## config.mk

```make
export PLATFORM = sky130hd
export DESIGN_NAME = replay_fifo
export DESIGN_NICKNAME = d
export VERILOG_FILES = /design/src/replay_pkg.sv /design/src/replay_fifo.sv
export VERILOG_INCLUDE_DIRS = /design/src
export SDC_FILE = /design/constraint.sdc
export NUM_CORES = 1
export LEC_CHECK = 0
export BUFFER_PORTS_ARGS = -buffer_cell sky130_fd_sc_hd__buf_2
export CAP_MARGIN = 5
export CORE_MARGIN = 4
export CORE_UTILIZATION = 35
export CTS_CLUSTER_SIZE = 20
export DETAILED_ROUTE_END_ITERATION = 6
export GPL_ROUTABILITY_DRIVEN = 0
export MAX_ROUTING_LAYER = met4
export PLACE_DENSITY = 0.47
export SYNTH_ARGS = -nofsm -noshare
export SYNTH_HDL_FRONTEND = slang
export SYNTH_SLANG_ARGS = --single-unit
export TNS_END_PERCENT = 10
```

## constraint.sdc

```tcl
create_clock -name axis_aclk -period 6 [get_ports axis_aclk]
set_input_delay 0.9 -clock axis_aclk [delete_from_list [all_inputs] [get_ports axis_aclk]]
set_output_delay 0.9 -clock axis_aclk [all_outputs]
set_load 0.01 [all_outputs]
```

## src/replay_defs.svh

```systemverilog
// Widths and depths shared by the capture-and-replay engine
`ifndef REPLAY_DEFS_SVH
`define REPLAY_DEFS_SVH

// Stream beat payload
`define REPLAY_DATA_W 64
`define REPLAY_KEEP_W 8

// 256-entry packet memory
`define REPLAY_ADDR_W 8

// Number of replay passes
`define REPLAY_COUNT_W 16

// Output FIFO of 16 entries
`define REPLAY_FIFO_DEPTH_BITS 4

// Free entries left when nearly-full rises, covers reads in flight
`define REPLAY_FIFO_SLACK 2

`endif

```

## src/replay_pkg.sv

```systemverilog
// Types shared by the capture-and-replay engine
`include "replay_defs.svh"

package replay_pkg;

  // One stream beat as carried on the input and output streams
  typedef struct packed {
    logic [`REPLAY_DATA_W-1:0] tdata;
    logic [`REPLAY_KEEP_W-1:0] tkeep;
    logic                      tlast;
  } pcap_beat_t;

  // Packet memory word
  typedef struct packed {
    logic       valid;
    logic       eot;
    pcap_beat_t beat;
  } mem_entry_t;

  typedef enum logic [1:0] {
    CAP_IDLE,
    CAP_REC,
    CAP_DONE
  } capture_state_t;

  typedef enum logic {
    RD_IDLE,
    RD_RUN
  } replay_state_t;

endpackage

```

## src/replay_fifo.sv

```systemverilog
// Fall-through output FIFO with a nearly-full flag that throttles reads
`timescale 1ns/100ps
`include "replay_defs.svh"

module replay_fifo (
  input  logic                   axis_aclk,
  input  logic                   axis_aresetn,
  input  logic                   push,
  input  replay_pkg::pcap_beat_t push_beat,
  output logic                   nearly_full,
  output replay_pkg::pcap_beat_t m_axis_beat,
  output logic                   m_axis_tvalid,
  input  logic                   m_axis_tready
);
  import replay_pkg::*;

  localparam int PTR_W = `REPLAY_FIFO_DEPTH_BITS;
  localparam int DEPTH = 1 << PTR_W;
  localparam logic [PTR_W:0] FULL_LEVEL = (PTR_W + 1)'(DEPTH);
  localparam logic [PTR_W:0] NF_LEVEL   = (PTR_W + 1)'(DEPTH - `REPLAY_FIFO_SLACK);

  pcap_beat_t       slots [DEPTH];
  logic [PTR_W-1:0] wr_ptr;
  logic [PTR_W-1:0] rd_ptr;
  logic [PTR_W:0]   count;
  logic             pop;

  // Head entry is presented without a read cycle
  assign m_axis_tvalid = (count != '0);
  assign m_axis_beat   = slots[rd_ptr];
  assign pop           = m_axis_tvalid && m_axis_tready;
  assign nearly_full   = (count >= NF_LEVEL);

  always_ff @(posedge axis_aclk) begin
    if (push) begin
      slots[wr_ptr] <= push_beat;
    end
  end

  always_ff @(posedge axis_aclk) begin
    if (!axis_aresetn) begin
      wr_ptr <= '0;
      rd_ptr <= '0;
      count  <= '0;
    end else begin
      if (push) begin
        wr_ptr <= wr_ptr + 1'b1;
      end
      if (pop) begin
        rd_ptr <= rd_ptr + 1'b1;
      end
      case ({push, pop})
        2'b10:   count <= count + 1'b1;
        2'b01:   count <= count - 1'b1;
        default: count <= count;
      endcase
    end
  end

  // Reader throttling must keep the buffer from overflowing
  a_no_push_when_full: assert property (@(posedge axis_aclk) disable iff (!axis_aresetn)
    push |-> count != FULL_LEVEL);

endmodule

```

---- Word level (Yosys, flattened, before mapping) ----
Memories as Yosys holds them, arrays and structs flattened. A register that Yosys moved wholly into a read port is not among the register bits.
Index checks and enable logic that the tools add are counted.
word-level totals
  register bits after elaboration ......... 13
  memory bits (writable) .................. 1168
  bits of input ports ..................... 77
  output and inout port bits .............. 75
  word-level logic and storage cells ...... 19
  memories kept ........................... 1
operators by class
  add/subtract/negate cells ............... 4
  $lt $le $gt $ge ......................... 1
  equality and inequality tests ........... 2
  muxes and demuxes ....................... 5
  reductions and logical operators ........ 3
memory list
  name   words  bits a word  read ports  clocked after memory_dff  write ports  line               source
  slots  16     73           1           1                         1            replay_fifo.sv:22  pcap_beat_t slots [DEPTH];
operators by type and width
  kind                   number
  $pmux W5 S2            1
  $add A4 B1 Y4 const B  2
  $mux W4                2
  $add A5 B1 Y5 const B  1
  $ge A5 B4 Y1 const B   1
  $reduce_bool A5 Y1     1
  $sub A5 B1 Y5 const B  1
  $eq A2 B1 Y1 const B   1
  $eq A2 B2 Y1 const B   1
  $mux W1                2
  $reduce_bool A2 Y1     1
  $logic_and A1 B1 Y1    1

---- Depth between registers and ports, before layout ----
  word-level depth ........................ 4
  depth in mapped cells ................... 12
  gate-level depth less buffers ........... 10

---- Worst setup path before layout ----
No wires, ideal clock.
  path kind ............................... input port to flip-flop
  start ................................... input push
  end ..................................... memory slots[10][0] (netlist name) (enable)
  library setup time ...................... 439 ps
  arrival ................................. 3290 ps
  data required time ...................... 5561 ps
  slack ................................... 2271 ps
  cell stages on the path ................. 4
  path buffers ............................ 1
  cell sequence ........................... clkbuf_1 > inv_1 > nor3b_1 > and2_1
between the ends
  word-level cells in the longest chain between the ends .. 2
ends and longest elaborated chain
  element                        line               source
  start, declared                replay_fifo.sv:8   input logic push,
  $mux W1                        replay_fifo.sv:35  if (push) begin
  $mux W1 (implied by the code)  replay_fifo.sv:36  slots[wr_ptr] <= push_beat;
  end, declared                  replay_fifo.sv:22
No other way between the ends.

==> summary.md <==
| Metric | Value |
|---|---|
| Synth top area share | 78.65% |
| Clk sink count | 1185 |
| Final clock skew | 0.02085 ns |
| Initial antenna violation count | 13 |
| Area grow syn2layout | 15.40% |
| Max clock buf depth | 3 |
| Congestion Overflow GR | 0 |
| Setup TNS | 0 ns |
| Yosys reg bits | 1185 |
| Yosys top cell by area | edfxtp_1 |
| CTS tree | built |
| CTS H-tree lvls | 4 |
| Root Driver | clkbuf_16 |
| Period utilization | 71.76% |
| Sequential cell area | 35420 um^2 |
| Max cap viols | 0 |
| Nets | 2205 |
| Synth warnings | 0 |
| Largest net degree at the start of global routing | 70 |
| Multi-input gate area | 8677 um^2 |
| Hold depth | 2 |
| Tot Pwr | 0.01949 W |
| Vias in the first global route | 22270 |
| Final core occ | 40.82% |
| Post-CTS setup repair buffer count | 0 |
| Initial Util | 35.37% |
| Worst Setup End Kind | output pin |
| Fmax | 0.2322 GHz |
| First-pass detailed-route iteration total | 5 |
| Initial DRC count | 1589 |
| I/O Pins | 152 |
| WL final | 110100 um |
| Primary FF master, synth | edfxtp_1 |
| Main area contributors after synthesis | edfxtp_1 79%, mux4_2 15%, a22oi_1 2.5%, dfxtp_1 0.76%, nand2_1 0.64% |
| Sequential area share after synthesis | 79.42% |
| Fin crit period | 4.306 ns |
| Peak supply drop | 0.2887 mV |
| Internal reg-to-reg setup slack | 2.93 ns |
| Slew Limit Fails | 0 |
| Final setup viols | 0 |
| CP Data Arrival Time | 3.41 ns |
| Die width | 364.9 um |
| Leakage | 16.01 nW |
| Rel. slew slack | 18.70% |
| Global-route wire length before repair | 159500 um |
| Hold_ws | 0.5308 ns |
| Residual DRC | 0 |
| Cts bufs inserted | 131 |
| Power density cells | 378.7 nW/um^2 |
| All-layer global routing usage | 17.18% |
| Syn Nets | 1984 |
| FILL cells | 11020 |
| Ys async rst share | 0% |
| Crit-path max FO | 46 |
| Worst Tran Pin Value | 1.217 ns |
| Total core area | 126100 um^2 |
| Min-Delay Path Class | in -> reg |
| Mapped Cells | 1898 |
| Setup repair after global routing missed its margin | no |
| CP required | 5.10 ns |
| Via density | 5.292 |
| Synth cell types | 41 |
| Post-synth EDFFs | 1168 |
| Number of hold buffers added after CTS | 0 |
| Post-Syn Area | 44590 um^2 |
| Total vias in the final route | 20490 |
| Final setup margin | 1.694 ns |
| Kind of critical path | reg -> out |
| Clock slew at reported path FFs | 0.06 ns |
| Commonest cells post-synth | 1168 x edfxtp_1, 292 x mux4_2, 146 x a22oi_1 |
| Syn_area_per_cell | 23.49 um^2 |
| ANT nets after route | 0 |
| Site Rows | 130 |
| Critical Path Source Type | flip-flop |
| Port-buffer cells | 151 |
| CTS resizes | 0 |
| Die H | 364.9 um |
| Cells on worst reg2reg path | 9 |
| Status | complete, no violations |
| Die area | 133200 um^2 |
| Place WS | 2.285 ns |
| Layout cells sized above 1 | 30.74% |
| Final Hold Fails | 0 |
| Count leader, synth | edfxtp_1 |
| Avg WL per Cell | 28.43 um |
| Dpl hpwl | 56990 um |
| Worst-skew pair later-pin latency | 0.71 ns |
[cell usage in the layout (no fill, tap or decap), types with 3 or more instances in the layout]
cell       Yosys  final
a22oi_1      146    146
clkbuf_16      0    137
buf_4         13     27
ha_1           9      9
clkbuf_1      44     34
clkinv_8       0      6
and2_4         0     17
diode_2        0      7
nand4b_1       3      3
nor3_1         3      3
o21ai_0        3      3
inv_1          6      6
nand3_1        4      4
nand2_1       76     76
clkinv_1       0     22
clkinv_2       0     17
mux2i_1        3      3
edfxtp_1    1168   1168
buf_12         0     12
dfxtp_1       17     15
xor2_1         6      6
bufinv_16      0      5
nor2_1        13     12
nand4_1        3      3
mux4_2       292    292
buf_2         17    151
inv_6          0      3
[state kept, by name, summed over array words and instances, names as in the netlist, named ones only]
name    cells
slots    1168
count       5
rd_ptr      4
wr_ptr      4
[stage by stage]
step           instances  cell area (um^2)
2_1_floorplan       1898             44590
5_1_grt             3872             51460
3_5_place_dp        3636             47380
6_report            3872             51460
4_1_cts             3865             51440
3_3_place_gp        3636             47380
[power breakdown]
| group | switching (W) | internal [W] | total (W) |
|---|---|---|---|
| Sequential | 0.000134 | 0.00922 | 0.00936 |
| Clock | 0.00316 | 0.00442 | 0.00758 |
| Combinational | 0.00134 | 0.00121 | 0.00255 |
[kinds of logic after synthesis]
kind of cell    count (synthesis)  share of synthesized area [%]
simple gates                  133                          1.392
mux                           295                          14.81
buf+inv                       108                          1.271
compound gates                160                          2.696
flops                        1185                          79.42
xor+xnor                        8                         0.1571
fa+ha+maj                       9                         0.2525
[layout make-up]
cell class | count | area share (%)
antenna | 7 | 0.03404
sequential | 1185 | 68.83
multi-input combinational | 605 | 16.86
clock buffer | 173 | 6.963
tap | 1650 | 4.012
timing repair buffer | 190 | 2.329
clock inverter | 56 | 0.9263
inverter | 6 | 0.04376
[critical path: stages (launching register included)]
cell     delay [ns]
dfxtp_4        0.93
buf_12         0.44
mux4_2         0.57
a22oi_1        0.45
nand2_1        0.10
buf_2          0.16
[final timing paths]
check                         end          from
setup / recovery  m_axis_beat[44]     flip-flop
hold / removal          rd_ptr[3]  axis_aresetn
setup reg to reg         count[4]      count[1]
hold reg to reg          count[3]      count[3]
[layer usage]
layer / GRT usage, % / vias to the layer above / share of wire (%)
met1: 22.91 / 11240 / 44
met3: 3.260 / 173 / 4.7
met2: 27.21 / 483 / 49
met5: - / - / 0
met4: 4.812 / 0 / 2.3
li1: - / 8599 / -
Note: power is estimated with default switching activity, not from simulation.
