## src/replay_defs.svh

```systemverilog
// Widths and depths shared by the capture-and-replay engine
`ifndef REPLAY_DEFS_SVH
`define REPLAY_DEFS_SVH

// Stream beat payload
`define REPLAY_DATA_W 64
`define REPLAY_KEEP_W 8

// 256-entry packet memory
`define REPLAY_ADDR_W 8

// Number of replay passes
`define REPLAY_COUNT_W 16

// Output FIFO of 16 entries
`define REPLAY_FIFO_DEPTH_BITS 4

// Free entries left when nearly-full rises, covers reads in flight
`define REPLAY_FIFO_SLACK 2

`endif

```

## src/replay_pkg.sv

```systemverilog
// Types shared by the capture-and-replay engine
`include "replay_defs.svh"

package replay_pkg;

  // One stream beat as carried on the input and output streams
  typedef struct packed {
    logic [`REPLAY_DATA_W-1:0] tdata;
    logic [`REPLAY_KEEP_W-1:0] tkeep;
    logic                      tlast;
  } pcap_beat_t;

  // Packet memory word
  typedef struct packed {
    logic       valid;
    logic       eot;
    pcap_beat_t beat;
  } mem_entry_t;

  typedef enum logic [1:0] {
    CAP_IDLE,
    CAP_REC,
    CAP_DONE
  } capture_state_t;

  typedef enum logic {
    RD_IDLE,
    RD_RUN
  } replay_state_t;

endpackage

```

## src/pcap_capture.sv

```systemverilog
// Capture writer that records input beats and closes the trace with a marker
`timescale 1ns/100ps
`include "replay_defs.svh"

module pcap_capture (
  input  logic                      axis_aclk,
  input  logic                      axis_aresetn,
  input  logic                      sw_rst,
  input  logic                      wr_done,
  input  replay_pkg::pcap_beat_t    s_axis_beat,
  input  logic                      s_axis_tvalid,
  output logic                      s_axis_tready,
  output logic                      wr_en,
  output logic [`REPLAY_ADDR_W-1:0] wr_addr,
  output replay_pkg::mem_entry_t    wr_entry
);
  import replay_pkg::*;

  capture_state_t            state;
  logic [`REPLAY_ADDR_W-1:0] next_addr;
  logic                      beat_fire;
  logic                      close_trace;

  assign s_axis_tready = (state != CAP_DONE);
  assign beat_fire     = s_axis_tvalid && s_axis_tready;
  // wr_done wins over a beat in the same cycle
  assign close_trace   = (state == CAP_REC) && wr_done;

  always_ff @(posedge axis_aclk) begin
    if (!axis_aresetn || sw_rst) begin
      state     <= CAP_IDLE;
      next_addr <= '0;
      wr_en     <= 1'b0;
    end else begin
      wr_en <= beat_fire || close_trace;
      case (state)
        CAP_IDLE: begin
          // Address is 0 here, first beat opens a new trace
          if (beat_fire) begin
            state     <= CAP_REC;
            next_addr <= next_addr + 1'b1;
          end
        end
        CAP_REC: begin
          if (close_trace) begin
            state <= CAP_DONE;
          end else if (beat_fire) begin
            next_addr <= next_addr + 1'b1;
          end
        end
        default: begin
          state     <= CAP_IDLE;
          next_addr <= '0;
        end
      endcase
    end
  end

  // Write port registers
  always_ff @(posedge axis_aclk) begin
    wr_addr        <= next_addr;
    wr_entry.valid <= 1'b1;
    wr_entry.eot   <= close_trace;
    wr_entry.beat  <= close_trace ? pcap_beat_t'(0) : s_axis_beat;
  end

  a_no_wr_done_in_cap_done: assert property (@(posedge axis_aclk) disable iff (!axis_aresetn)
    state == CAP_DONE |-> !wr_done);

  // Trace plus marker must fit, a wrap would overwrite the first beat
  a_no_wrap_in_cap_rec: assert property (@(posedge axis_aclk) disable iff (!axis_aresetn)
    state == CAP_REC |-> next_addr != '0);

endmodule

```

## config.mk

```make
export PLATFORM = sky130hd
export DESIGN_NAME = pcap_capture
export DESIGN_NICKNAME = d
export VERILOG_FILES = /design/src/replay_pkg.sv /design/src/pcap_capture.sv
export VERILOG_INCLUDE_DIRS = /design/src
export SDC_FILE = /design/constraint.sdc
export NUM_CORES = 1
export LEC_CHECK = 0
export BUFFER_PORTS_ARGS = -buffer_cell sky130_fd_sc_hd__buf_2
export CORE_ASPECT_RATIO = 0.8
export CORE_UTILIZATION = 30
export CTS_BUF_LIST = sky130_fd_sc_hd__clkbuf_8 sky130_fd_sc_hd__clkbuf_16
export CTS_CLUSTER_DIAMETER = 30
export DETAILED_ROUTE_END_ITERATION = 8
export HOLD_SLACK_MARGIN = 0.1
export PLACE_DENSITY = 0.65
export SYNTH_ARGS = -nofsm -noshare
export SYNTH_HDL_FRONTEND = slang
export SYNTH_SLANG_ARGS = --single-unit
```

## constraint.sdc

```tcl
create_clock -name axis_aclk -period 1.39 [get_ports axis_aclk]
set_input_delay 0 -clock axis_aclk [delete_from_list [all_inputs] [get_ports axis_aclk]]
set_output_delay 0 -clock axis_aclk [all_outputs]
set_load 0.01 [all_outputs]
```

Word-level counts from Yosys, hierarchy flattened
Index checks and enable logic that the tools add are counted.
{"block": "totals", "elab_cells": 27, "latchBits": 0, "n_memories": 0, "mem_bits_rw": 0, "mem_bits_ro": 0, "reg_bits": 93}
{"block": "classes", "add_sub_neg": 1, "n_mul": 0, "mux": 6, "n_shift": 0, "reduce_logical": 7, "bitwise": 0, "magnitude_cmp": 0, "eq_ne": 5, "n_div": 0}
{"cell": "$mux W8", "n": 2}
{"cell": "$pmux W8 S2", "n": 1}
{"cell": "$add A8 B1 Y8 const B", "n": 1}
{"cell": "$ne A2 B2 Y1 const B", "n": 4}
{"cell": "$mux W2", "n": 2}
{"cell": "$pmux W2 S2", "n": 1}
{"cell": "$eq A2 B1 Y1 const B", "n": 1}
{"cell": "$logic_and A1 B1 Y1", "n": 2}
{"cell": "$logic_not A2 Y1", "n": 1}
{"cell": "$logic_or A1 B1 Y1", "n": 2}
{"cell": "$reduce_and A2 Y1", "n": 1}
{"cell": "$logic_not A1 Y1", "n": 1}

Logic depth before layout (Yosys ltp)
{"block": "depth", "depth_word": 5, "depth_mapped": 4, "depth_no_buf": 4}

Worst setup path before layout
Ideal clock, no wire load.
{"block": "synth_timing", "path_kind": "register to register", "startpoint": "register next_addr[0]", "endpoint": "register next_addr[6]", "arrival_time_ns": 1.208, "slack_ns": 0.112, "synth_period_minus_slack_ns": 1.278, "path_stages_with_launch": 5, "path_cell_list": "dfxtp_1 > ha_1 > inv_1 > or4_1 > a21oi_1"}
{"block": "synth_between", "elab_chain_cells": 4}
{"item": "start, declared", "line_no": "pcap_capture.sv:20", "source": "logic [`REPLAY_ADDR_W-1:0] next_addr;"}
{"item": "start signal, assigned", "line_no": "pcap_capture.sv:41", "source": "next_addr <= next_addr + 1'b1;"}
{"item": "start signal, assigned", "line_no": "pcap_capture.sv:48", "source": "next_addr <= next_addr + 1'b1;"}
{"item": "$add A8 B1 Y8 *", "line_no": "pcap_capture.sv:41, pcap_capture.sv:48"}
{"item": "$mux W8 *", "line_no": "pcap_capture.sv:39, pcap_capture.sv:47"}
{"item": "$mux W8", "line_no": "pcap_capture.sv:45", "source": "if (close_trace) begin"}
{"item": "$pmux W8 S2 *", "line_no": "pcap_capture.sv:36", "source": "case (state)"}
Every way passes the cells marked *; elsewhere a longest branch is shown, timed or not. The select of a mux whose other input is x is not followed.
A chain may end at the register's enable or synchronous reset.

Worst setup path in the final report
{"block": "layout_timing", "startpoint": "register state[0]", "endpoint": "register next_addr[3]"}
{"block": "layout_between", "elab_chain_cells": 5, "elab_cells_between_ends": 9}
{"item": "start, declared", "line_no": "pcap_capture.sv:19", "source": "capture_state_t state;"}
{"item": "start signal, assigned", "line_no": "pcap_capture.sv:31", "source": "state <= CAP_IDLE;"}
{"item": "start signal, assigned", "line_no": "pcap_capture.sv:40", "source": "state <= CAP_REC;"}
{"item": "start signal, assigned", "line_no": "pcap_capture.sv:46", "source": "state <= CAP_DONE;"}
{"item": "$ne A2 B2 Y1", "line_no": "pcap_capture.sv:24", "source": "assign s_axis_tready = (state != CAP_DONE);"}
{"item": "$logic_and A1 B1 Y1", "line_no": "pcap_capture.sv:25", "source": "assign beat_fire = s_axis_tvalid && s_axis_tready;"}
{"item": "$mux W8 (2 in a row)"}
{"item": "$pmux W8 S2", "line_no": "pcap_capture.sv:36"}
Several ways; a longest one is shown, not always the timed one. The select of a mux whose other input is x is not followed.

==> impl_metrics.toml <==
[layout]
final_core_util_pct = 53.94
flow.area_growth_from_synthesis_pct = 73.09
fill_cells = 709
layout_common_cells = "161 x sky130_fd_sc_hd__buf_2, 91 x sky130_fd_sc_hd__dfxtp_1, 78 x sky130_fd_sc_hd__dlygate4sd3_1"
antenna_cells_inserted = 0
drive_above_1_share_pct = 39.28
multi_input_comb_area_sq_um = 724.4
final-seq-area_sq_um = 1864
layout_commonest_cell = "sky130_fd_sc_hd__buf_2"
final_nets = 547

[grt]
grt.overflow.total = 0
number_of_global_route_vias_before_repair = 2363
grt_first_pass_wirelength_mm = 10.60
grt_start_max_net_pins = 52
grtUsageTotal_pct = 15.53
grt_antenna_before_repair = 0

[yosys]
syn-mean-instance-area_sq_um = 11.85
ys_async_sr_fraction_pct = 0
synth.ff_latch_count = 93
synth_edf_count = 0
ys.warnings.count = 0
netlist_area_sq_um = 2655
post_synth_num_cell_types = 25
synth_fp_nets = 303
synth-seq-area-share_pct = 70.12
postSynthCellCount = 224
synth_ff_type = "sky130_fd_sc_hd__dfxtp_1"

[clock_tree]
ctsHtreeMaxLevel = 3
cts-buffers-inserted = 9
worstSkewPairLatency_ns = 0.35
cts.reportedPaths.clkPinSlew_ns = 0.08
cts.sink_count = 93
cts_tree = "done"
clock_tree.buffer_depth = 2
cts_root_buffer = "sky130_fd_sc_hd__clkbuf_8"

[routing]
routed_wire_length_per_instance_microns = 12.01
via_count = 2334
routed_wirelength_mm = 7.004
antenna_violation_net_count_after_detailed_routing = 0
first_pass_iters = 4
first_iter_violations = 59
drc_errors = 0
route.detailed.vias_per_inst = 4.003

[hold_path]
holdCritPathClass = "input port to flop"
hold_path_depth = 3

[timing]
fmax_mhz = 755.7
layout_min_cycle_time_ns = 1.323
hold_viol = 0
post_route_setup_tns_ns = 0
timing.final.setup_violations = 0
fin_worst_skew_ns = 0.007084
finalCritPeriodShare_pct = 95.20
max_slew.worst_pin.slew_ns = 0.5071
timing.hold.ws_ns = 0.3755
max_slew_margin_pct = 66.12
rsz0062_at_grt = "false"
slew_violations = 0

[floorplan]
dieHeight_microns = 86.15
initial_core_util_pct = 31.16
fp.dieArea_sq_um = 9233
fp.dieW_microns = 107.2
io_pins = 163
core_area_sq_um = 8521
placement_rows = 30

[place]
finalWeightedCongestion = 0.7412
place_hpwl_mm = 3.910
io_buffers = 161

[worst_setup_path]
worst-r2r-cell-count = 3
worstPathArrival_ns = 1.61
worst-endpoint-required_ns = 1.67
cp_startpoint_kind = "flop"
critPathKind = "flop to flop"
critical_path.endpoint_type = "flop"
path_max_fanout = 9

[power_and_ir_drop]
power.static_leakage_nw = 2.152
max-vdd-ir-drop_mv = 0.7420
totalPowerFinal_mw = 5.396
power.density_cell_area_nw_per_um2 = 1174

[flow_run]
max_cap_viols = 0

[outcome]
status = "complete, no violations"
## metrics by stage
stage	cell area (sq um)	setup WS [ns]	std cells
2_1_floorplan	2655	0.1119	224
3_3_place_gp	3591	0.08167	490
3_5_place_dp	3591	0.01681	490
4_1_cts	4586	0.005910	582
5_1_grt	4596	0.004843	583
6_report	4596	0.06666	583
## state kept, by name, indices dropped and copies added, names as in the netlist
name / cells
next_addr: 8
wr_en: 1
wr_entry: 74
state: 2
wr_addr: 8
## worst max-delay path, stage by stage (launching register included)
cell                      delay, ns
sky130_fd_sc_hd__dfxtp_1       0.37
sky130_fd_sc_hd__a21bo_2       0.27
sky130_fd_sc_hd__or4_1         0.47
sky130_fd_sc_hd__a21oi_1       0.14
## power breakdown
part | switching [mW] | total [mW] | internal (mW)
Clock | 0.868 | 1.91 | 1.04
Combinational | 0.253 | 0.644 | 0.391
Sequential | 0.0349 | 2.84 | 2.81
Total | 1.16 | 5.40 | 4.24
## logic make-up (layout without fill, tap and decap cells)
family,Yosys count,in the layout,share of synthesized area [%]
other,1,1,0.1412
adders and majority gates,1,1,0.4712
xor gates and xnor gates,1,1,0.3299
buffers and inverters,16,263,2.686
muxes,3,3,1.131
and+or+nand+nor,97,97,22.15
DFF,93,93,70.12
AOI/OAI and AO/OA,12,12,2.969
## what timing repair did
item                                    in CTS  in global routing
setup buffers                                0                  1
hold endpoints to repair                    81                  0
resized for setup                            1                  3
cloned                                       0                  0
hold buffers                                78                  0
endpoints found under the setup margin       1                  3
## final cells by class
class | instances | share of cell area (%)
sequential | 93 | 40.57
timing repair buffer | 244 | 35.61
multi-input combinational | 115 | 15.76
tap | 112 | 3.049
clock buffer | 10 | 2.995
clock inverter | 4 | 1.606
inverter | 5 | 0.4084
## cells in the mapped netlist (2+ instances only)
library cell	n	area (sq um)
sky130_fd_sc_hd__inv_1	5	18.77
sky130_fd_sc_hd__o31ai_1	3	22.52
sky130_fd_sc_hd__and2_1	73	456.7
sky130_fd_sc_hd__dfxtp_1	93	1862
sky130_fd_sc_hd__nor2_1	3	11.26
sky130_fd_sc_hd__a21oi_1	6	30.03
sky130_fd_sc_hd__nand3_1	2	10.01
sky130_fd_sc_hd__mux2i_1	3	30.03
sky130_fd_sc_hd__or4_1	3	22.52
sky130_fd_sc_hd__nand2b_1	4	25.02
sky130_fd_sc_hd__clkbuf_1	9	33.78
sky130_fd_sc_hd__nand4_1	2	12.51
sky130_fd_sc_hd__nand2_1	6	22.52
## layer usage
layer  global-route usage [%]  part of all wire [%]  wire length [microns]
met1                    15.64                    40                   2804
met2                    27.16                    48                   3382
met5                        0                     0                      0
met3                    6.839                   8.3                    584
met4                    8.344                   3.3                    233
## final timing paths
check	startpoint	end	slack (ns)
max	state[0]	next_addr[3]	0.07
min	s_axis_beat[35]	wr_entry[35]	0.38
max reg2reg	state[0]	next_addr[3]	0.07
min reg2reg	next_addr[1]	wr_addr[1]	0.38
Note: power is estimated with default switching activity, not from simulation.
