==> src/replay_defs.svh <==
// Widths and depths shared by the capture-and-replay engine
`ifndef REPLAY_DEFS_SVH
`define REPLAY_DEFS_SVH

// Stream beat payload
`define REPLAY_DATA_W 64
`define REPLAY_KEEP_W 8

// 256-entry packet memory
`define REPLAY_ADDR_W 8

// Number of replay passes
`define REPLAY_COUNT_W 16

// Output FIFO of 16 entries
`define REPLAY_FIFO_DEPTH_BITS 4

// Free entries left when nearly-full rises, covers reads in flight
`define REPLAY_FIFO_SLACK 2

`endif

==> src/replay_pkg.sv <==
// Types shared by the capture-and-replay engine
`include "replay_defs.svh"

package replay_pkg;

  // One stream beat as carried on the input and output streams
  typedef struct packed {
    logic [`REPLAY_DATA_W-1:0] tdata;
    logic [`REPLAY_KEEP_W-1:0] tkeep;
    logic                      tlast;
  } pcap_beat_t;

  // Packet memory word
  typedef struct packed {
    logic       valid;
    logic       eot;
    pcap_beat_t beat;
  } mem_entry_t;

  typedef enum logic [1:0] {
    CAP_IDLE,
    CAP_REC,
    CAP_DONE
  } capture_state_t;

  typedef enum logic {
    RD_IDLE,
    RD_RUN
  } replay_state_t;

endpackage

==> src/replay_reader.sv <==
// Replay reader that walks the stored trace and feeds the output FIFO
`timescale 1ns/100ps
`include "replay_defs.svh"

module replay_reader (
  input  logic                       axis_aclk,
  input  logic                       axis_aresetn,
  input  logic                       sw_rst,
  input  logic                       replay_start,
  input  logic [`REPLAY_COUNT_W-1:0] replay_count,
  output logic                       rd_en,
  output logic [`REPLAY_ADDR_W-1:0]  rd_addr,
  input  replay_pkg::mem_entry_t     rd_entry,
  input  logic                       rd_valid,
  input  logic                       nearly_full,
  output logic                       push,
  output replay_pkg::pcap_beat_t     push_beat,
  output logic                       replay_busy
);
  import replay_pkg::*;

  replay_state_t              state;
  logic                       start_q;
  logic                       start_edge;
  logic [`REPLAY_COUNT_W-1:0] pass_cnt;
  logic                       epoch;
  logic                       rd_epoch;
  logic                       ret_hit;
  logic                       marker_hit;
  logic                       last_pass;
  logic [1:0]                 nf_pushes;

  assign start_edge  = replay_start && !start_q;
  assign rd_en       = (state == RD_RUN) && !nearly_full;
  assign replay_busy = (state == RD_RUN);

  // Returns tagged with a stale epoch were issued past a marker
  assign ret_hit    = rd_valid && (rd_epoch == epoch) && (state == RD_RUN);
  assign marker_hit = ret_hit && rd_entry.eot;
  assign last_pass  = (pass_cnt + 1'b1) == replay_count;
  assign push       = ret_hit && rd_entry.valid && !rd_entry.eot;
  assign push_beat  = rd_entry.beat;

  always_ff @(posedge axis_aclk) begin
    if (!axis_aresetn) begin
      start_q <= 1'b0;
    end else begin
      start_q <= replay_start;
    end
  end

  // Epoch follows each read through the memory latency
  always_ff @(posedge axis_aclk) begin
    rd_epoch <= epoch;
  end

  always_ff @(posedge axis_aclk) begin
    if (!axis_aresetn || sw_rst) begin
      state    <= RD_IDLE;
      rd_addr  <= '0;
      pass_cnt <= '0;
      epoch    <= 1'b0;
    end else begin
      case (state)
        RD_IDLE: begin
          if (start_edge && (replay_count != '0)) begin
            state    <= RD_RUN;
            rd_addr  <= '0;
            pass_cnt <= '0;
          end
        end
        default: begin
          if (marker_hit) begin
            epoch   <= ~epoch;
            rd_addr <= '0;
            if (last_pass) begin
              state <= RD_IDLE;
            end else begin
              pass_cnt <= pass_cnt + 1'b1;
            end
          end else if (rd_en) begin
            rd_addr <= rd_addr + 1'b1;
          end
        end
      endcase
    end
  end

  // Pushes seen while the FIFO stays nearly full
  always_ff @(posedge axis_aclk) begin
    if (!axis_aresetn || !nearly_full) begin
      nf_pushes <= '0;
    end else if (push && (nf_pushes != 2'd3)) begin
      nf_pushes <= nf_pushes + 1'b1;
    end
  end

  // Only reads already in flight may land after nearly-full rises
  a_push_within_slack: assert property (@(posedge axis_aclk) disable iff (!axis_aresetn)
    nf_pushes <= `REPLAY_FIFO_SLACK);

endmodule

==> config.mk <==
export PLATFORM = sky130hd
export DESIGN_NAME = replay_reader
export DESIGN_NICKNAME = d
export VERILOG_FILES = /design/src/replay_pkg.sv /design/src/replay_reader.sv
export VERILOG_INCLUDE_DIRS = /design/src
export SDC_FILE = /design/constraint.sdc
export NUM_CORES = 1
export LEC_CHECK = 0
export ABC_AREA = 0
export BUFFER_PORTS_ARGS = -buffer_cell sky130_fd_sc_hd__buf_4
export CAP_MARGIN = 20
export CORE_UTILIZATION = 37
export DETAILED_ROUTE_END_ITERATION = 8
export HOLD_SLACK_MARGIN = 0.08
export MAX_ROUTING_LAYER = met4
export PLACE_DENSITY = 0.77
export SYNTH_ARGS = -nofsm -noshare
export SYNTH_HDL_FRONTEND = slang
export SYNTH_SLANG_ARGS = --single-unit
==> constraint.sdc <==
create_clock -name axis_aclk -period 2.76 [get_ports axis_aclk]
set_input_delay 0.69 -clock axis_aclk [delete_from_list [all_inputs] [get_ports axis_aclk]]
set_output_delay 0.69 -clock axis_aclk [all_outputs]
set_load 0.05 [all_outputs]
### Word-level counts from Yosys, hierarchy flattened

Cells that the tools add are included.

| storage, ports and cells | value |
|---|---|
| register bits after elaboration | 28 |
| latch bits | 0 |
| bits in writable memories | 0 |
| ROM bits | 0 |
| input port bits | 97 |
| output and inout port bits | 84 |
| word-level logic and storage cells | 44 |
| memories kept | 0 |

| operators by class | value |
|---|---|
| add/sub/neg operators | 2 |
| $mul | 0 |
| div/mod/pow operators | 0 |
| magnitude comparators | 0 |
| equality and inequality tests | 5 |
| shift operators | 0 |
| mux-type cells | 12 |
| bitwise gates (word level) | 1 |
| reductions and logical operators | 18 |

Operators by type and width:

| kind | count |
|---|---|
| two-way mux 16 bit | 4 |
| two-way mux 8 bit | 4 |
| adder 16 x 1 -> 16 bit (second input constant) | 1 |
| == test 16 bit | 1 |
| nonzero test 16 bit | 1 |
| adder 8 x 1 -> 8 bit (second input constant) | 1 |
| logical AND 1 bit | 8 |
| logical NOT 1 bit | 4 |
| two-way mux 1 bit | 4 |
| AND reduction 2 bit | 2 |
| inequality test 3 x 2 -> 1 bit (second input constant) | 1 |
| AND reduction 3 bit | 1 |
| inequality test 2 x 1 -> 1 bit (second input constant) | 1 |
| inequality test 2 bit (second input constant) | 1 |
| nonzero test 2 bit | 1 |
| == test 1 bit | 1 |
| logical OR 1 bit | 1 |
| NOT 1 bit | 1 |

### Longest topological paths before layout

Gate-level depths: netlist (run 1).

| depth | value |
|---|---|
| depth after elaboration | 6 |
| mapped depth | 10 |
| gate-level depth less buffers | 8 |

### Worst setup path after synthesis (run 1)

Ideal clock, no wire load.

| path | value |
|---|---|
| path kind | flip-flop to output port |
| start | reg state (netlist: replay_busy) |
| end | out push |
| arrival | 2.059 ns |
| required time | 2.070 ns |
| slack | 0.011 ns |
| stages on the path, launching flop included | 3 |
| buffers on the path | 0 |
| cell sequence | dfxtp_1 -> nand3_1 -> nor3b_1 |

| between the ends | value |
|---|---|
| longest elaborated chain between the ends | 3 |

Ends and longest elaborated chain:

| element | line | text |
|---|---|---|
| start, declared | replay_reader.sv:22 | `replay_state_t state;` |
| start signal, assigned | replay_reader.sv:59 | `state <= RD_IDLE;` |
| start signal, assigned | replay_reader.sv:67 | `state <= RD_RUN;` |
| start signal, assigned | replay_reader.sv:77 | `state <= RD_IDLE;` |
| logical AND 1 bit | replay_reader.sv:38 | `assign ret_hit = rd_valid && (rd_epoch == epoch) && (state == RD_RUN);` |
| logical AND 1 bit (2 in series) | replay_reader.sv:41 | `assign push = ret_hit && rd_entry.valid && !rd_entry.eot;` |
| end, declared | replay_reader.sv:16 | `output logic push,` |

No other way between the ends.

### Worst setup path in the final report (run 1)

| path | value |
|---|---|
| start | reg pass_cnt[0] |
| end | reg pass_cnt[2] |

| between the ends | value |
|---|---|
| longest elaborated chain between the ends | 4 |
| elaborated cells on any way between the ends | 7 |
| those cells by class | add/sub (1); eq/ne (2); mux (3); reduce/logical (1) |

Ends and longest elaborated chain:

| element | line | text |
|---|---|---|
| start, declared | replay_reader.sv:25 | `` logic [`REPLAY_COUNT_W-1:0] pass_cnt; `` |
| start signal, assigned | replay_reader.sv:79 | `pass_cnt <= pass_cnt + 1'b1;` |
| adder 16 x 1 -> 16 bit * | replay_reader.sv:40, replay_reader.sv:79 |  |
| == test 16 bit or two-way mux 16 bit (tied branches) | replay_reader.sv:40, replay_reader.sv:76 |  |
| inequality test 2 bit (no source line) or two-way mux 16 bit (tied branches) | n/a |  |
| AND reduction 3 bit (no source line) or two-way mux 16 bit (tied branches) | n/a |  |

Every way passes the cells marked *; elsewhere a longest branch is shown, timed or not. The select of a mux whose other input is x is not followed.
A chain may end at the register's enable or synchronous reset.

==> results.md, run 1 <==
- Grt ovf: 0
- Die Width: 83.6 um
- Number of remaining DRC errors: 0
- Worst endpoint required time: 2.94 ns
- Ant diodes: 0
- Hold buffers post-CTS: 0
- Crit path max fanout: 11
- Sequential Area: 573 um^2
- Core ar.: 6390 um^2
- CP startpoint kind: flip-flop
- CTS buffer count: 3
- Worst-path clk slew: ~0.1 ns
- CP arrival: 2.82 ns
- Num rows: 29
- Vias per inst: about 5.6
- Seq pwr share: between 40 and 50%
- Cell Pwr Density: 336 nW/um^2
- Synth cell types: 51
- Worst slew margin: 60.4%
- Crit. End Element: flip-flop
- Setup WS post-layout: 0.113 ns
- Post-synthesis area per instance: 8.16 um^2
- Via count: between 1500 and 2000
- HP Class: flip-flop to flip-flop
- Post-DP Area: 2280 um^2
- Port-buffer cells: 34
- Worst R2R Setup Slack: between 0.1 and 0.15 ns
- Worst flop-to-flop path startpoint: pass_cnt[0]
- Synth Flop Type: dfxtp_1
- Switch Pwr: 0.178 mW
- Worst Tran Pin Value: 0.593 ns
- Sw frac: a little over a fifth
- Synthesis-to-layout area growth: -0.812%
- Crit path from: pass_cnt[0]
- Area of the multi-input gates: roughly 1300 um^2
- Synth Instances: 302
- Post-DR wirelength/cell: 15.7 um
- Crit share post-route: 95.9%
- Final Hold Viols: 0
- Asr flop ratio synth: 0%
- Net Count, Synth: 401
- Yosys warnings: 0
- Starting Density: 38.6%
- Final instance area: 2440 um^2
- Initial DRT Pass Iterations: 4
- Gpl congestion: slightly above 0.9
- Fill cell count: about 630
- Chip Height: 83.6 um
- Post-synth EDFFs: 0
- Sequential area share after synthesis: between 20% and 30%
- Power share of the combinational group: 11.3%
- Final core utilization: 38.3%
- DRT iter0 DRCs: about 140
- CTS root buf: clkbuf_8
- Die area: 6990 um^2
- Setup crit end: pass_cnt[2]
- Pre-CTS worst setup slack: -0.00456 ns
- CTS Buffer Depth: 2
- Synth Cell Area: 2460 um^2
- Antenna violations before repair: 0
- Post-Layout Cell Count: about 350
- # nets final: between 300 and 400
- Clock skew: 0.00959 ns
- Internal: 0.644 mW
- Final Max Tran Viols: 0
- Pin count of the biggest net entering global routing: 23
- Total wire length: 5420 um
- CTS H-tree depth: 1
- Max-cap violation count: 0
- Ratio of cells with drive above 1 in the final layout: approximately 28%
- GRT Total Usage: 15.1%
- Post-route minimum period: around 2.6 ns
- #FFs+latches synth: 28
- Critical path class: flip-flop to flip-flop
- Final Total Pwr: 0.822 mW
- First-pass GRT wire length: 8580 um
- DP HPWL: 4050 um
- Reg2reg path depth: 10
- # setup viols final: 0
- ANT nets after route: 0
- Maximum vdd drop: between 0.2 and 0.25 mV
- TritonCTS clock tree: done
- Status: finished, final reports clean
- P_leak: approximately 1.0 nW
- FMAX: 378 MHz
- Sum Neg Setup Slack: 0 ns
- Clock latency on the worst-skew pair: 0.28 ns
- Worst R2R End: pass_cnt[2]
- # clock sinks: 28
- Dpl cells: about 340
- I/O pin count: 181
- Number of global-route vias before repair: 1894
- Final Hold Slack: 0.404 ns
- Clk pwr share: between 30% and 40%
==> synth_stat cells (5+ instances only) <==
| master | number | area share, % |
|---|---|---|
| buf_4 | 75 | 23 |
| dfxtp_1 | 28 | 23 |
| nor2_1 | 19 | 2.9 |
| nand2_1 | 17 | 2.6 |
| xor2_1 | 16 | 5.7 |
| nor4_1 | 13 | 3.3 |
| xnor2_1 | 13 | 4.6 |
| nand4_1 | 9 | 2.3 |
| nor3_1 | 8 | 1.6 |
| nand3_1 | 7 | 1.4 |
| inv_1 | 6 | 0.91 |
| nand2b_1 | 6 | 1.5 |
| a211o_1 | 5 | 1.8 |
| a221o_1 | 5 | 2.0 |
| and3_1 | 5 | 1.3 |
| buf_2 | 5 | 1.0 |
==> per-layer routing <==
metal | track usage (%) | routed length, um | up-vias
met5 | - | 0 | -
met2 | 25.8 | 2720 | 56
li1 | - | - | 928
met3 | 3.76 | 341 | 30
met4 | 5.86 | 117 | 0
met1 | 17.0 | 2240 | 930
==> critical path, stage by stage (launching register included) <==
cell      delay, ns
dfxtp_4        0.38
ha_4           0.24
xnor2_1        0.18
o311ai_1       0.13
a311o_1        0.32
a211o_1        0.27
nor4_4         0.26
buf_4          0.18
buf_12         0.13
nor2_2         0.09
a221o_1        0.36
==> layout make-up <==
type | instances | area share (%)
multi-input combinational | 181 | 52.2
sequential | 28 | 23.4
timing repair buffer | 50 | 16.6
tap | 77 | 3.94
clock buffer | 3 | 1.69
clock inverter | 1 | 1.23
inverter | 6 | 0.921
==> cell usage in the layout, fill, tap and decap left out, types with 5 or more instances in the layout <==
cell,netlist,final
dfxtp_2,0,7
xor2_1,16,16
nor2_1,19,18
nand2b_1,6,6
dfxtp_1,28,20
nor4_1,13,13
nand4_1,9,9
a221o_1,5,5
nand3_1,7,6
buf_4,75,48
and3_1,5,5
nand2_1,17,17
inv_1,6,6
xnor2_1,13,13
a211o_1,5,5
nor3_1,8,8
==> how the worst min path moves through the flow <==
stage	from	to	slack, ns	depth (start not counted)
6_report	epoch	rd_epoch	0.40	0
5_1_grt	epoch	rd_epoch	0.42	0
4_1_cts	epoch	rd_epoch	0.41	0
3_5_place_dp	epoch	rd_epoch	0.39	0
3_3_place_gp	epoch	rd_epoch	0.38	0
2_1_floorplan	epoch	rd_epoch	0.37	0
==> logic make-up after synthesis <==
group           synth area share, %
simple gates                   25.8
buf+inv                        27.1
compound gates                 12.2
xor+xnor                       10.3
flops                          22.7
mux                           0.863
fa+ha+maj                      1.02
==> timing repair <==
action                                  CTS  global route
gates resized for setup                   1            16
endpoints found under the setup margin    4            15
pin swaps                                 0             4
setup buffers                             0             2
gates cloned                              0             1
==> sequential cells by signal, summed over array words and instances (netlist names) <==
signal and cells:
pass_cnt 16, rd_addr 8, epoch 1, rd_epoch 1, replay_busy 1, start_q 1
==> power by group through the flow <==
stage | Sequential, mW | Combinational (mW) | Clock [mW]
CTS | 0.408 | 0.0912 | 0.328
global placement | 0.417 | 0.0892 | 0
finish | 0.407 | 0.0929 | 0.323
detailed placement | 0.417 | 0.0908 | 0
global route | 0.407 | 0.101 | 0.348
floorplan | 0.420 | 0.329 | 0
(Power assumes the default switching activity.)
==> run 2: changes to the inputs <==
--- a/config.mk
+++ b/config.mk
@@ -9,11 +9,11 @@
 export ABC_AREA = 0
 export BUFFER_PORTS_ARGS = -buffer_cell sky130_fd_sc_hd__buf_4
 export CAP_MARGIN = 20
-export CORE_UTILIZATION = 37
+export CORE_MARGIN = 3
+export CORE_UTILIZATION = 23
 export DETAILED_ROUTE_END_ITERATION = 8
 export HOLD_SLACK_MARGIN = 0.08
 export MAX_ROUTING_LAYER = met4
-export PLACE_DENSITY = 0.77
 export SYNTH_ARGS = -nofsm -noshare
 export SYNTH_HDL_FRONTEND = slang
 export SYNTH_SLANG_ARGS = --single-unit
==> results.md, run 2 (synthesized netlist as in run 1, its figures left out) <==
- Sw frac: 24.8% (was 21.7%)
- Number of global-route vias before repair: 1893 (was 1894)
- Most flop-heavy register: pass_cnt (unchanged)
- Max reg flops: 16 (unchanged)
- Internal: 0.580 mW (was 0.644 mW)
- Crit share post-route: 95.0% (was 95.9%)
- CP max-delay cell: a2111o_1 (was dfxtp_4)
- Biggest regs: pass_cnt (16), rd_addr (8) (unchanged)
- CP startpoint kind: flip-flop (unchanged)
- Maximum vdd drop: 0.144 mV (was 0.206 mV)
- HP Class: flip-flop to flip-flop (unchanged)
- Most common cell after layout, fill and taps aside: buf_4 (unchanged)
- Power share of the combinational group: 12.5% (was 11.3%)
- Final Max Tran Viols: 0 (unchanged)
- Cell Pwr Density: 311 nW/um^2 (was 336 nW/um^2)
- Worst-path clk slew: 0.11 ns (was 0.10 ns)
- Ratio of cells with drive above 1 in the final layout: 27.4% (was 28.3%)
- Slowest stage delay, CP: 0.45 ns (was 0.38 ns)
- Sum Neg Setup Slack: 0 ns (unchanged)
- Initial DRT Pass Iterations: 4 (unchanged)
- Chip Height: 110 um (was 83.6 um)
- # clock sinks: 28 (unchanged)
- CP arrival: 2.79 ns (was 2.82 ns)
- Final instance area: 2480 um^2 (was 2440 um^2)
- Die area: 12000 um^2 (was 6990 um^2)
- Pre-CTS worst setup slack: -0.0103 ns (was -0.00456 ns)
- Number of remaining DRC errors: 0 (unchanged)
- Core ar.: 10400 um^2 (was 6390 um^2)
- CTS root buf: clkbuf_8 (unchanged)
- Worst Tran Pin Value: 0.451 ns (was 0.593 ns)
- CTS H-tree depth: 1 (unchanged)
- Total wire length: 5760 um (was 5420 um)
- Clk pwr share: 34.7% (was 39.2%)
- Clock latency on the worst-skew pair: 0.28 ns (about the same)
- Num rows: 37 (was 29)
- Synthesis-to-layout area growth: 0.711% (was -0.812%)
- Grt ovf: 0 (unchanged)
- DRT iter0 DRCs: 93 (was 143)
- Crit path max fanout: 8 (was 11)
- Post-DR wirelength/cell: 14.1 um (was 15.7 um)
- First-pass GRT wire length: 9210 um (was 8580 um)
- ANT nets after route: 0 (unchanged)
- P_leak: 1.00 nW (was 0.995 nW)
- Most frequent cells in the layout: buf_4, dfxtp_1, nor2_1 (unchanged)
- TritonCTS clock tree: done (unchanged)
- CTS buffer count: 3 (unchanged)
- Final Total Pwr: 0.772 mW (was 0.822 mW)
- Port-buffer cells: 34 (unchanged)
- Switch Pwr: 0.192 mW (was 0.178 mW)
- Final Hold Viols: 0 (unchanged)
- Post-route minimum period: 2.62 ns (was 2.65 ns)
- Status: finished, final reports clean (unchanged)
- # setup viols final: 0 (unchanged)
- Critical path's top delay family: simple AND/OR/NAND/NOR gates (was compound AO/OA/AOI/OAI gates)
- Seq pwr share: 52.8% (was 49.5%)
- Crit. End Element: flip-flop (unchanged)
- Post-DP Area: 2370 um^2 (was 2280 um^2)
- # nets final: 374 (was 369)
- Worst R2R Setup Slack: 0.14 ns (was 0.11 ns)
- GRT Total Usage: 9.78% (was 15.1%)
- WP buf/inv: 1 (was 2)
- Max-cap violation count: 0 (unchanged)
- Via count: 1949 (was 1944)
- Worst endpoint required time: 2.93 ns (was 2.94 ns)
- Vias per inst: 4.75 (was 5.62)
- FMAX: 381 MHz (was 378 MHz)
- Critical path class: flip-flop to flip-flop (unchanged)
- I/O pin count: 181 (unchanged)
- Antenna violations before repair: 0 (unchanged)
- Critical path cell sequence: ha_1, nand3_1, nor2_1, xor2_1, a2111o_1, nor4_4, buf_4, nor2_2, a221o_1 (was ha_4, xnor2_1, o311ai_1, a311o_1, a211o_1, nor4_4, buf_4, buf_12, nor2_2, a221o_1)
- Worst slew margin: 69.7% (was 60.4%)
- Setup WS post-layout: 0.137 ns (was 0.113 ns)
- Clock skew: 0.00993 ns (was 0.00959 ns)
- Gpl congestion: 0.860 (was 0.920)
- Final Hold Slack: 0.397 ns (was 0.404 ns)
- DP HPWL: 4520 um (was 4050 um)
- Pin count of the biggest net entering global routing: 19 (was 23)
- Die Width: 110 um (was 83.6 um)
- CTS Buffer Depth: 2 (unchanged)
- Ant diodes: 0 (unchanged)
- Starting Density: 23.8% (was 38.6%)
## run 2: cell types whose count changed in the layout (fill, tap and decap cells not counted), sizes merged
cell | before | now
buf | 49 | 55
bufinv | 1 | 0
## run 2: what timing repair did
item | CTS | global route
endpoints found under the setup margin | 0 | 16
hold buffers | 0 | 0
setup buffers | 0 | 4
resized for setup | 0 | 9
## run 2: power by group through the flow
stage	combinational (mW)	clock [mW]	sequential (mW)
3_3_place_gp	0.0942	0	0.417
5_1_grt	0.106	0.293	0.408
2_1_floorplan	0.329	0	0.420
3_5_place_dp	0.0950	0	0.417
4_1_cts	0.0954	0.277	0.408
6_report	0.0963	0.268	0.408
## run 2: area by class of cell
| class | instances | area, um^2 |
|---|---|---|
| flip-flops and latches | 28 | 566 |
| well taps | 136 | 170 |
| clock buffers | 4 | 55.1 |
| inverters | 6 | 22.5 |
| multi-input cells | 181 | 1260 |
| fillers | 1166 | 7890 |
| repair buffers | 55 | 413 |
## run 2: worst paths after layout
kind	startpoint	to	cells past startpoint
min	epoch	rd_epoch	0
max	pass_cnt[1]	pass_cnt[15]	9
min reg2reg	epoch	rd_epoch	0
max reg2reg	pass_cnt[1]	pass_cnt[15]	9
## run 2: routing by layer
layer,global-route usage [%],routed length (um),vias to the layer above
met2,15.7,2700,59
met3,2.06,430,16
met4,3.47,95,0
met5,-,0,-
li1,-,-,940
met1,12.1,2530,934
## run 2: through the flow
| step | instances | utilization [%] |
|---|---|---|
| 2_1_floorplan | 302 | - |
| 4_1_cts | 406 | 23.4 |
| 3_3_place_gp | 402 | 22.9 |
| 6_report | 410 | 23.9 |
| 5_1_grt | 410 | 23.9 |
| 3_5_place_dp | 402 | 22.9 |
==> run 3: changes to the inputs <==
--- a/config.mk
+++ b/config.mk
@@ -12,6 +12,7 @@
 export CORE_MARGIN = 3
 export CORE_UTILIZATION = 23
 export DETAILED_ROUTE_END_ITERATION = 8
+export GPL_TIMING_DRIVEN = 0
 export HOLD_SLACK_MARGIN = 0.08
 export MAX_ROUTING_LAYER = met4
 export SYNTH_ARGS = -nofsm -noshare
==> results.md, run 3 (synthesized netlist as in run 1, its figures left out) <==
- Synthesis-to-layout area growth: 44.8% (was 0.711%)
- Die area: 12000 um^2 (unchanged)
- Most common cell after layout, fill and taps aside: buf_4 (unchanged)
- CTS Buffer Depth: 2 (unchanged)
- CTS root buf: clkbuf_8 (unchanged)
- Pin count of the biggest net entering global routing: 16 (was 19)
- Starting Density: 23.8% (unchanged)
- # setup viols final: 0 (unchanged)
- TritonCTS clock tree: done (unchanged)
- Biggest regs: pass_cnt (16), rd_addr (8) (unchanged)
- Most frequent cells in the layout: buf_4, dfxtp_1, nor2_1 (unchanged)
- Gpl congestion: 0.869 (was 0.860)
- Post-Layout Cell Count: 553 (was 410)
- Dpl cells: 545 (was 402)
- P_leak: 1.68 nW (was 1.00 nW)
- FMAX: 379 MHz (was 381 MHz)
- CTS buffer count: 3 (unchanged)
- Critical path cell sequence: ha_4, nand3_2, nor2_4, xor2_1, a2111o_1, nor4_4, buf_4, buf_6, nor4b_1, a221o_1 (was ha_1, nand3_1, nor2_1, xor2_1, a2111o_1, nor4_4, buf_4, nor2_2, a221o_1)
- Port-buffer cells: 107 (was 34)
- Final Hold Viols: 0 (unchanged)
- Crit share post-route: 95.7% (was 95.0%)
- # nets final: 517 (was 374)
- CP startpoint kind: flip-flop (unchanged)
- Number of remaining DRC errors: 0 (unchanged)
- DP HPWL: 5720 um (was 4520 um)
- Number of global-route vias before repair: 2222 (was 1893)
- CP arrival: 2.81 ns (was 2.79 ns)
- Grt ovf: 0 (unchanged)
- Slowest stage delay, CP: 0.46 ns (was 0.45 ns)
- Die Width: 110 um (unchanged)
- Most flop-heavy register: pass_cnt (unchanged)
- HP Class: flip-flop to flip-flop (unchanged)
- I/O pin count: 181 (unchanged)
- DRT iter0 DRCs: 91 (was 93)
- CP max-delay cell: dfxtp_1 (was a2111o_1)
- Ratio of cells with drive above 1 in the final layout: 52.0% (was 27.4%)
- # clock sinks: 28 (unchanged)
- ANT nets after route: 0 (unchanged)
- Vias per inst: 4.42 (was 4.75)
- Chip Height: 110 um (unchanged)
- Antenna violations before repair: 0 (unchanged)
- Clock latency on the worst-skew pair: 0.28 ns (about the same)
- Max-cap violation count: 0 (unchanged)
- Cell Pwr Density: 318 nW/um^2 (was 311 nW/um^2)
- Post-DP Area: 3440 um^2 (was 2370 um^2)
- Initial DRT Pass Iterations: 4 (unchanged)
- Via count: 2445 (was 1949)
- Worst-path clk slew: 0.11 ns (about the same)
- Post-DR wirelength/cell: 12.7 um (was 14.1 um)
- Critical path class: flip-flop to flip-flop (unchanged)
- Clock skew: 0.00739 ns (was 0.00993 ns)
- Core ar.: 10400 um^2 (unchanged)
- Crit. End Element: flip-flop (unchanged)
- Num rows: 37 (unchanged)
- Final Max Tran Viols: 0 (unchanged)
- Final Hold Slack: 0.397 ns (about the same)
- Post-route minimum period: 2.64 ns (was 2.62 ns)
- Sum Neg Setup Slack: 0 ns (unchanged)
- Maximum vdd drop: 0.214 mV (was 0.144 mV)
- Crit path max fanout: 10 (was 8)
- Worst slew margin: 66.7% (was 69.7%)
- GRT Total Usage: 10.9% (was 9.78%)
- Total wire length: 7030 um (was 5760 um)
- Final core utilization: 34.4% (was 23.9%)
- Final instance area: 3570 um^2 (was 2480 um^2)
- Ant diodes: 0 (unchanged)
- Worst Tran Pin Value: 0.495 ns (was 0.451 ns)
- First-pass GRT wire length: 10400 um (was 9210 um)
- Status: finished, final reports clean (unchanged)
- Hold buffers post-CTS: 0 (unchanged)
- CTS H-tree depth: 1 (unchanged)
- Worst endpoint required time: 2.93 ns (about the same)
- Max reg flops: 16 (unchanged)
==> run 3: where the power goes <==
part           switching, mW  internal (mW)
Clock                  0.140          0.128
Sequential           0.00217          0.406
Combinational          0.280          0.179
==> run 3: metal layers <==
layer	track usage, %	vias up	part of all wire (%)
li1	-	1227	-
met1	12.9	1096	41
met2	19.4	114	50
met3	1.23	8	7.7
met4	3.65	0	1.7
met5	-	-	0
==> run 3: stage by stage <==
step	power (mW)	setup slack (ns)
2_1_floorplan	0.749	0.0110
3_3_place_gp	0.877	-0.218
3_5_place_dp	0.879	-0.277
4_1_cts	1.15	0.000844
5_1_grt	1.18	-0.00801
6_report	1.13	0.118
==> run 3: what timing repair did <==
item | 4_1_cts | 5_1_grt
gates resized for setup | 5 | 7
setup buffers | 0 | 4
endpoints found under the hold margin | 0 | 0
endpoints found under the setup margin | 17 | 16
pin swaps | 0 | 3
==> run 3: worst max-delay path, delay by kind of cell, from the launching register on <==
family	cells	cell delay, ns
adder cells (fa/ha/maj)	1	0.21
XOR/XNOR	1	0.10
flip-flops	1	0.46
AND/OR/NAND/NOR	4	0.71
AO/OA/AOI/OAI	2	0.72
buffers and inverters	2	0.33
==> run 3: path summary, 6_finish.rpt <==
path                  endpoint  slack (ns)         from  depth (start not counted)
setup / recovery  pass_cnt[15]        0.12  pass_cnt[1]                         10
setup reg to reg  pass_cnt[15]        0.12  pass_cnt[1]                         10
hold reg to reg       rd_epoch        0.40        epoch                          0
hold / removal        rd_epoch        0.40        epoch                          0
==> run 3: cell type report <==
cell class	instances	area, um^2
inverters	6	22.5
repair buffers	111	833
plain buffers	87	644
fillers	1074	6800
well taps	136	170
clock buffers	4	55.1
multi-input cells	181	1280
flip-flops and latches	28	562
